<file path="src/design/cache_defines.svh">
`ifndef CACHE_DEFINES_SVH
`define CACHE_DEFINES_SVH

// Front-end and memory word format
`define CACHE_ADDR_W   16                    // Byte address
`define CACHE_DATA_W   32                    // One word
`define CACHE_WORD_A_W (`CACHE_ADDR_W - 2)   // Word address

// L1, direct mapped
`define L1_LINE_OFF_W  3    // 8 lines
`define L1_WORD_OFF_W  2    // 4 words per line
`define L1_TAG_W       (`CACHE_WORD_A_W - `L1_LINE_OFF_W - `L1_WORD_OFF_W)

// L2, 2-way
`define L2_LINE_OFF_W  4    // 16 sets
`define L2_WORD_OFF_W  3    // 8 words per line
`define L2_N_WAYS      2
`define L2_TAG_W       (`CACHE_WORD_A_W - `L2_LINE_OFF_W - `L2_WORD_OFF_W)

`define N_L1           2    // 0 is instruction, 1 is data

`define MEM_MIN_WAIT   0    // Memory ready delay bounds, in cycles
`define MEM_MAX_WAIT   3
`endif

</file>
<file path="src/design/cache_pkg.sv">
`include "cache_defines.svh"

package cache_pkg;

   // Request on every port, all strobes low means read
   typedef struct packed {
      logic [`CACHE_WORD_A_W-1:0] addr;
      logic [`CACHE_DATA_W-1:0]   wdata;
      logic [`CACHE_DATA_W/8-1:0] wstrb;
   } cache_req_t;

   typedef struct packed {
      logic [`CACHE_DATA_W-1:0] rdata;   // Valid with the ready pulse
   } cache_resp_t;

   typedef enum logic [1:0] {
      L1_IDLE, L1_HIT_RESP, L1_FILL, L1_WRITE_THRU
   } l1_state_e;

   typedef enum logic [2:0] {
      L2_IDLE, L2_LOOKUP, L2_FILL, L2_FILL_DONE, L2_WRITE_THRU
   } l2_state_e;

   // Byte-wise merge of a write into a stored word
   function automatic logic [`CACHE_DATA_W-1:0] merge_word(
      input logic [`CACHE_DATA_W-1:0]   old_word,
      input logic [`CACHE_DATA_W-1:0]   new_word,
      input logic [`CACHE_DATA_W/8-1:0] strb
   );
      logic [`CACHE_DATA_W-1:0] res;
      res = old_word;
      for (int b = 0; b < `CACHE_DATA_W/8; b++) begin
         if (strb[b]) res[8*b +: 8] = new_word[8*b +: 8];   // Lane enabled
      end
      return res;
   endfunction

endpackage

</file>
<file path="src/design/l1_req_steer.sv">
`include "cache_defines.svh"

module l1_req_steer import cache_pkg::*; (
   input  logic             clk,
   input  logic             i_rst,
   // Front-end port
   input  logic             i_req_valid,
   input  cache_req_t       i_req,
   input  logic             i_instr,
   output logic             o_req_ready,
   output cache_resp_t      o_rsp,
   // Toward the L1s
   output logic [`N_L1-1:0] o_l1_valid,
   input  logic [`N_L1-1:0] i_l1_ready,
   input  cache_resp_t      i_l1_rsp [`N_L1]
);

   localparam int I_IDX = 0;           // Instruction L1
   localparam int D_IDX = `N_L1 - 1;   // Data L1

   logic to_instr;

   // Instruction L1 is read only, flagged writes go to data side
   assign to_instr = i_instr && (i_req.wstrb == '0);

   always_comb begin
      o_l1_valid = '0;
      o_l1_valid[to_instr ? I_IDX : D_IDX] = i_req_valid;
   end

   // Only one L1 is ever open, so OR the pulses
   assign o_req_ready = |i_l1_ready;

   always_comb begin
      o_rsp = '0;
      for (int k = 0; k < `N_L1; k++) begin
         if (i_l1_ready[k]) o_rsp = i_l1_rsp[k];   // Data of the answering L1
      end
   end

   // Both L1s answering at once means two requests got opened
   a_one_ready: assert property (@(posedge clk) disable iff (i_rst) $onehot0(i_l1_ready));

endmodule

</file>
<file path="config.mk">
export PLATFORM = sky130hd
export DESIGN_NAME = l1_req_steer
export DESIGN_NICKNAME = d
export VERILOG_FILES = /design/src/design/cache_pkg.sv /design/src/design/l1_req_steer.sv
export VERILOG_INCLUDE_DIRS = /design/src /design/src/design
export SDC_FILE = /design/constraint.sdc
export NUM_CORES = 1
export LEC_CHECK = 0
export ABC_AREA = 1
export BUFFER_PORTS_ARGS = -buffer_cell sky130_fd_sc_hd__buf_2
export CAP_MARGIN = 20
export CORE_AREA = 2 2 61 63
export DETAILED_ROUTE_END_ITERATION = 16
export DIE_AREA = 0 0 63 65
export GPL_TIMING_DRIVEN = 0
export MAX_ROUTING_LAYER = met4
export PLACE_DENSITY = 0.72
export SLEW_MARGIN = 5
export SYNTH_ARGS = -nofsm -noshare
export SYNTH_HDL_FRONTEND = slang
export SYNTH_SLANG_ARGS = --single-unit
</file>
<file path="constraint.sdc">
create_clock -name vclk -period 1.3
set_input_delay 0.065 -clock vclk [all_inputs]
set_output_delay 0.065 -clock vclk [all_outputs]
set_load 0.01 [all_outputs]
</file>
==> out/results.txt <==
status: complete, no violations
FF+latch count: 0
final setup fails: 0
worst path arrival time: 0.67 ns
Net Sw Frac: 49.6%
die footprint: 4100 µm²
Vias: 1,077
vias in the first global route: 954
post-route setup slack: 0.565 ns
Residual DRC: 0
post_cts resized: 0
layout net count: 343
fill count: 401
post-synthesis cell type count: 11
chip width: 63 µm
non-filler instance count after layout: 269
syn avg cell area: 6.36 µm²
clock power share: 0%
DRT antenna net count: 0
dpl ws: 0.571 ns
Leak: 0.000836 µW
Sw Pwr: 211 µW
Setup Crit Path Kind: primary input to output port
Seq/Total Area, Yosys: 0%
internal power: 214 µW
drt wl/cell: 9.04 µm
GP Congestion: 0.747
Starting Density: 21.1%
Die Height: 65 µm
Critical Path Source Type: primary input
first-pass GRT wire length: 4.00 mm
Pwr per Cell Area: 321 nW/µm²
fmax: 1360 MHz
Cells after DPL: 269
drt first pass iters: 4
Max FO, Critical Path: 10
Setup crit end kind: output port
cells after synthesis: 116
share of layout cells above drive strength 1: 67.0%
DPL Wire Length: 2.05 mm
number of diodes: 0
sequential cell area: 0 µm²
Post-Route WL: 2.43 mm
Slew Viols, Final: 0
core area: 3500 µm²
Power Total: 425 µW
clkbuf count: 0
Combinational Power Share: 100.0%
GRT Residual Overflow: 0
Synth Net Count: 236
Reg power frac: 0%
post-CTS setup buffer count: 0
period utilization: 56.5%
minimum clock period: 0.735 ns
YS warnings: 0
hold bufs inserted after CTS: 0
# Max-Cap Violations: 0
worst-margin pin slew: 0.112 ns
vias per cell: 4.00
Area Overhead vs Synth: 79.3%
first-iteration detailed-routing DRC count: 18
io pins: 155
number of I/O port buffers: 105
unrepaired setup endpoints after global routing: no
Rel. slew slack: 92.5%
GRT Total Usage: 11.8%
worst path required time: 1.24 ns
initial antenna violation count: 0
largest net degree at the start of global routing: 11
final design utilization: 37.9%
setup total negative slack: 0 ns
Max IR drop VDD: 0.000112 V
worst min path class: primary input to output port
Rows: 22
Hold Vio Cnt, Final: 0
Cell Area, Synth: 738 µm²
-- path summary, 6_finish.rpt --
kind	from	end	cells after the start
worst max-delay path	i_l1_ready[0]	o_rsp[15]	5
worst min-delay path	i_l1_rsp[3]	o_rsp[3]	4
-- metrics by stage --
stage | hold slack [ns] | area, µm²
global placement | 0.407 | 1320
CTS | 0.409 | 1320
floorplan | 0.217 | 738
global route | 0.425 | 1320
finish | 0.407 | 1320
detailed placement | 0.409 | 1320
-- layout make-up --
class	count	area, µm²	area share, %
Multi-Input combinational cell	102	577	43.6
Tap cell	48	60.1	4.54
Inverter	3	18.8	1.42
Buffer	11	143	10.8
Timing Repair Buffer	105	526	39.7
-- routing by layer --
metal  track usage [%]  share of wire, %  up-vias
met5                 -                 0        -
met4                 0                 0        0
met3              1.04               9.5        0
met2              20.7                46       61
met1              15.6                45      437
li1                  -                 -      579
-- layout by cell type, fill, tap and decap left out, drive strengths merged --
cell,netlist,final
buf,8,113
nand3,33,33
clkbuf,3,3
nor2,3,3
inv,3,3
or2,1,1
nand2,65,65
-- critical path, cell delays in order --
cell and delay (ns):
buf_4 0.12, clkbuf_8 0.19, nand3_2 0.08, nand2_1 0.08, buf_2 0.13
-- cell families (layout without fill, tap and decap cells) --
kind of cell           count (synthesis)  count (layout)  synth area share [%]
AND/OR/NAND/NOR                      102             102                  78.1
buffers and inverters                 14             119                  21.9
-- power groups by stage --
stage / sequential [µW] / clock, µW / combinational (µW)
after global placement: 0 / 0 / 426
after CTS: 0 / 0 / 431
after detailed placement: 0 / 0 / 429
final: 0 / 0 / 425
after floorplan: 0 / 0 / 223
after global routing: 0 / 0 / 472
-- synthesized netlist by cell type (all sizes together) --
cell type  number  share of area (%)
buf             8                 14
clkbuf          3                5.6
inv             3                2.5
nand2          65                 33
nand3          33                 43
nor2            3                1.5
or2             1               0.85
(Power assumes the default switching activity.)
