<file path="config.mk">
export PLATFORM = sky130hd
export DESIGN_NAME = l2_port_arbiter
export DESIGN_NICKNAME = d
export VERILOG_FILES = /design/src/design/cache_pkg.sv /design/src/design/l2_port_arbiter.sv
export VERILOG_INCLUDE_DIRS = /design/src /design/src/design
export SDC_FILE = /design/constraint.sdc
export NUM_CORES = 1
export LEC_CHECK = 0
export ABC_AREA = 1
export BUFFER_PORTS_ARGS = -buffer_cell sky130_fd_sc_hd__buf_2
export CAP_MARGIN = 20
export CORE_AREA = 2 2 100 102
export DETAILED_ROUTE_END_ITERATION = 6
export DIE_AREA = 0 0 102 104
export GPL_TIMING_DRIVEN = 0
export SYNTH_ARGS = -nofsm -noshare
export SYNTH_HDL_FRONTEND = slang
export SYNTH_SLANG_ARGS = --single-unit
</file>
<file path="constraint.sdc">
create_clock -name clk -period 2.3 [get_ports clk]
set_clock_uncertainty 0.1 [all_clocks]
set_input_delay 0.23 -clock clk [delete_from_list [all_inputs] [get_ports clk]]
set_output_delay 0.23 -clock clk [all_outputs]
set_load 0.01 [all_outputs]
</file>
<file path="src/design/cache_defines.svh">
`ifndef CACHE_DEFINES_SVH
`define CACHE_DEFINES_SVH

// Front-end and memory word format
`define CACHE_ADDR_W   16                    // Byte address
`define CACHE_DATA_W   32                    // One word
`define CACHE_WORD_A_W (`CACHE_ADDR_W - 2)   // Word address

// L1, direct mapped
`define L1_LINE_OFF_W  3    // 8 lines
`define L1_WORD_OFF_W  2    // 4 words per line
`define L1_TAG_W       (`CACHE_WORD_A_W - `L1_LINE_OFF_W - `L1_WORD_OFF_W)

// L2, 2-way
`define L2_LINE_OFF_W  4    // 16 sets
`define L2_WORD_OFF_W  3    // 8 words per line
`define L2_N_WAYS      2
`define L2_TAG_W       (`CACHE_WORD_A_W - `L2_LINE_OFF_W - `L2_WORD_OFF_W)

`define N_L1           2    // 0 is instruction, 1 is data

`define MEM_MIN_WAIT   0    // Memory ready delay bounds, in cycles
`define MEM_MAX_WAIT   3
`endif

</file>
<file path="src/design/cache_pkg.sv">
`include "cache_defines.svh"

package cache_pkg;

   // Request on every port, all strobes low means read
   typedef struct packed {
      logic [`CACHE_WORD_A_W-1:0] addr;
      logic [`CACHE_DATA_W-1:0]   wdata;
      logic [`CACHE_DATA_W/8-1:0] wstrb;
   } cache_req_t;

   typedef struct packed {
      logic [`CACHE_DATA_W-1:0] rdata;   // Valid with the ready pulse
   } cache_resp_t;

   typedef enum logic [1:0] {
      L1_IDLE, L1_HIT_RESP, L1_FILL, L1_WRITE_THRU
   } l1_state_e;

   typedef enum logic [2:0] {
      L2_IDLE, L2_LOOKUP, L2_FILL, L2_FILL_DONE, L2_WRITE_THRU
   } l2_state_e;

   // Byte-wise merge of a write into a stored word
   function automatic logic [`CACHE_DATA_W-1:0] merge_word(
      input logic [`CACHE_DATA_W-1:0]   old_word,
      input logic [`CACHE_DATA_W-1:0]   new_word,
      input logic [`CACHE_DATA_W/8-1:0] strb
   );
      logic [`CACHE_DATA_W-1:0] res;
      res = old_word;
      for (int b = 0; b < `CACHE_DATA_W/8; b++) begin
         if (strb[b]) res[8*b +: 8] = new_word[8*b +: 8];   // Lane enabled
      end
      return res;
   endfunction

endpackage

</file>
<file path="src/design/l2_port_arbiter.sv">
`include "cache_defines.svh"

module l2_port_arbiter import cache_pkg::*; (
   input  logic             clk,
   input  logic             i_rst,
   // L1 side
   input  logic [`N_L1-1:0] i_l1_valid,
   input  cache_req_t       i_l1_req [`N_L1],
   output logic [`N_L1-1:0] o_l1_ready,
   output cache_resp_t      o_l1_rsp [`N_L1],
   // L2 side
   output logic             o_mem_valid,
   output cache_req_t       o_mem_req,
   input  logic             i_mem_ready,
   input  cache_resp_t      i_mem_rsp
);

   localparam int IDX_W = $clog2(`N_L1);

   logic [`N_L1-1:0] grant_q;    // Held until the L2 ready pulse
   logic [`N_L1-1:0] pick;       // Round-robin choice while idle
   logic [`N_L1-1:0] grant;
   logic [IDX_W-1:0] last_q;     // Last L1 served
   logic [IDX_W-1:0] pick_idx;

   // Search starts just after the last winner, closest one wins
   always_comb begin
      pick     = '0;
      pick_idx = last_q;
      for (int k = `N_L1; k > 0; k--) begin
         if (i_l1_valid[(int'(last_q) + k) % `N_L1]) begin
            pick                                = '0;
            pick[(int'(last_q) + k) % `N_L1]    = 1'b1;
            pick_idx = IDX_W'((int'(last_q) + k) % `N_L1);
         end
      end
   end

   assign grant = (grant_q != '0) ? grant_q : pick;   // No extra cycle

   always_ff @(posedge clk) begin
      if (i_rst) begin
         grant_q <= '0;
         last_q  <= '0;
      end else if (i_mem_ready) begin
         grant_q <= '0;                     // Transfer closed
      end else if (grant_q == '0 && pick != '0) begin
         grant_q <= pick;
         last_q  <= pick_idx;
      end
   end

   always_comb begin
      o_mem_req = i_l1_req[0];
      for (int k = 0; k < `N_L1; k++) begin
         if (grant[k]) o_mem_req = i_l1_req[k];
         o_l1_rsp[k] = grant[k] ? i_mem_rsp : '0;   // Only the winner sees data
      end
   end

   assign o_mem_valid = |(grant & i_l1_valid);
   assign o_l1_ready  = grant & {`N_L1{i_mem_ready}};

   a_grant_onehot: assert property (@(posedge clk) disable iff (i_rst) $onehot0(grant_q));

   // A held grant always belongs to an L1 that is still waiting
   a_grant_held: assert property (@(posedge clk) disable iff (i_rst)
      (grant_q != '0) && !i_mem_ready |-> |(grant_q & i_l1_valid));

endmodule

</file>
==> metrics.txt <==
Hold Path Class=primary input to flop; post-layout power=918 uW; CP top delay family=buffers and inverters; Synth top area share=a little under half; placement-stage cell area=2710 um^2; TritonCTS Buffers=3; most frequent cells in the layout=261 x buf_2, 157 x nand2_1, 36 x inv_1, 36 x nor2_1, 35 x a21oi_1; Lkg Pwr=about 2 nW; TNS Setup=0 ns; CTS max path bufs=2; # Post-CTS Setup Buffers=0; dpl hpwl=~6.3 mm; vias per inst=between 3 and 4; CP startpoint kind=flop; hold_buf cts=0; Core Rows=36; RePlAce Congestion=0.734; area of the mapped netlist=around 1300 um^2; CTS clk-pin slew, worst paths=0.03 ns; most used cell, CP=nand2_1; Period minus WS final=2.04 ns; ANT cells=0; CTS tree=yes; post-route cell area=2760 um^2; DRT antenna net count=0; hold path cells=2; Setup WS post-layout=~0.26 ns; largest fanout on the critical path=10; #FFs+latches synth=3; area delta synth->final=116%; die height=between 100 and 150 um; commonest non-fill, non-tap cell in the layout=buf_2; PwrDens=roughly 330 nW/um^2; Net Switching=~430 uW; vias in the first global route=around 2300; Layout fillers=1137; clock power share=between 15 and 20%; Hold Violations, Final=0; WHS=between 0.08 and 0.09 ns; Final nets=between 600 and 700; CP max-delay cell=clkbuf_1; GRT Overall Usage=12.2%; Setup CP Type=flop to output port; CP bufs+invs=3; Die W=a little over 100 um; average wire per standard cell=between 10 and 15 um; final wirelength=a little over 7 mm; drt drc=0; Sink Count=3; status=complete, no violations; CP Capture Type=output port; Worst Tran Pin Value=between 0.4 and 0.5 ns; Slew headroom=roughly 70%; Final period util=between 80% and 90%; Seq pwr share=6.3%; Syn Inst Count=~300; final setup fails=0; Slew Limit Fails=0; iteration-0 DRC count of the detailed router=a little over 60; FMAX=between 400 and 500 MHz; # H-tree levels=1; cell breakdown of the critical path=inv_2 > nand3_2 > nand2_2 > clkbuf_1 > nand2_1 > nand2_1 > buf_2; IO buf count=~250; P_int=a little under 500 uW; r2r worst-path depth=6; Worst Path Required=around 2 ns; Cell variety after synth=13; syn_area_per_cell=4.33 um^2; via count=2607; initial antenna violation count=0; max_cap viols=0; Synth area leaders=nand2_1 46%, a21oi_1 14%, inv_1 11%, nor2_1 11%, buf_6 6.2%; area leader, netlist=nand2_1; crit-path max cell delay=about 0.4 ns; router iterations before antenna repair=4; Finished Core Util=between 20% and 30%; GR Overflow Total=0; Data arrival, critical path=between 1.5 and 2 ns; Die ar.=approximately 11000 um^2; placed insts=slightly below 700; YS warnings=0; unrepaired setup endpoints after global routing=no; DP Worst Slack=0.407 ns; global-route wire length before repair=10.4 mm; Top Ports=254; worst-skew pair later-pin latency=roughly 0.21 ns; Max VDD drop=~100 uV; Crit path depth=7; Root Buffer=clkbuf_8; post-synthesis net count=~430; Sw Ratio=approximately 47%; layout cells sized above 1=about half; Core ar.=between 9000 and 10000 um^2; sequential fraction of the synthesis area=approximately 4.7%; pin count of the biggest net entering global routing=11; Gate power share=77.3%; Finished Layout Cells=685; post-CTS resize count=0; Initial Util=a little over an eighth
[sequential cells by signal (all words and copies together) (netlist names)]
| register | flops |
|---|---|
| grant_q | 2 |
| last_q | 1 |
[cells by family (layout without fill, tap and decap cells)]
group | count (synthesis) | in the layout | share of synthesized area (%)
AOI/OAI and AO/OA | 35 | 35 | 13.7
buffers and inverters | 58 | 315 | 21.9
and+or+nand+nor | 199 | 199 | 59.6
DFF | 3 | 3 | 4.70
[per-layer routing]
layer	track usage [%]	wire, um
met2	24.5	3670
met4	2.76	34
met5	0	0
met3	2.02	687
met1	12.6	2860
[cell usage after synthesis]
cell	count
nand2_1	157
inv_1	36
nor2_1	36
a21oi_1	35
buf_2	8
buf_6	7
clkbuf_1	5
dfxtp_1	3
nand3_1	3
inv_2	2
nand2_2	1
nand3_2	1
or2_2	1
[final timing paths]
| path | from | slack, ns | endpoint |
|---|---|---|---|
| min reg2reg | last_q | 0.40 | last_q |
| min | i_rst | 0.08 | last_q |
| max | grant_q[0] | 0.26 | o_mem_req[16] |
| max reg2reg | grant_q[0] | 1.06 | grant_q[1] |
[final cells by class]
cell class	count	area, um^2	share of cell area, %
Timing Repair Buffer	253	1270	46.0
Multi-Input combinational cell	234	937	34.0
Tap cell	133	166	6.04
Inverter	38	143	5.18
Buffer	20	138	5.00
Sequential cell	3	60.1	2.18
Clock buffer	4	45.0	1.63
[power by group through the flow]
stage | registers, mW | clock network (mW) | logic (mW)
after floorplan | 0.0577 | 0 | 0.363
after global placement | 0.0581 | 0 | 0.720
after detailed placement | 0.0580 | 0 | 0.721
after CTS | 0.0574 | 0.155 | 0.723
after global routing | 0.0577 | 0.162 | 0.795
final | 0.0575 | 0.151 | 0.710
[worst reg2reg max path: cells and delay by family (launching register included)]
kind,cells,cell delay (ns)
buffers and inverters,3,0.42
DFF,1,0.30
and+or+nand+nor,3,0.35
No activity file was read; power rests on OpenSTA's default activity.
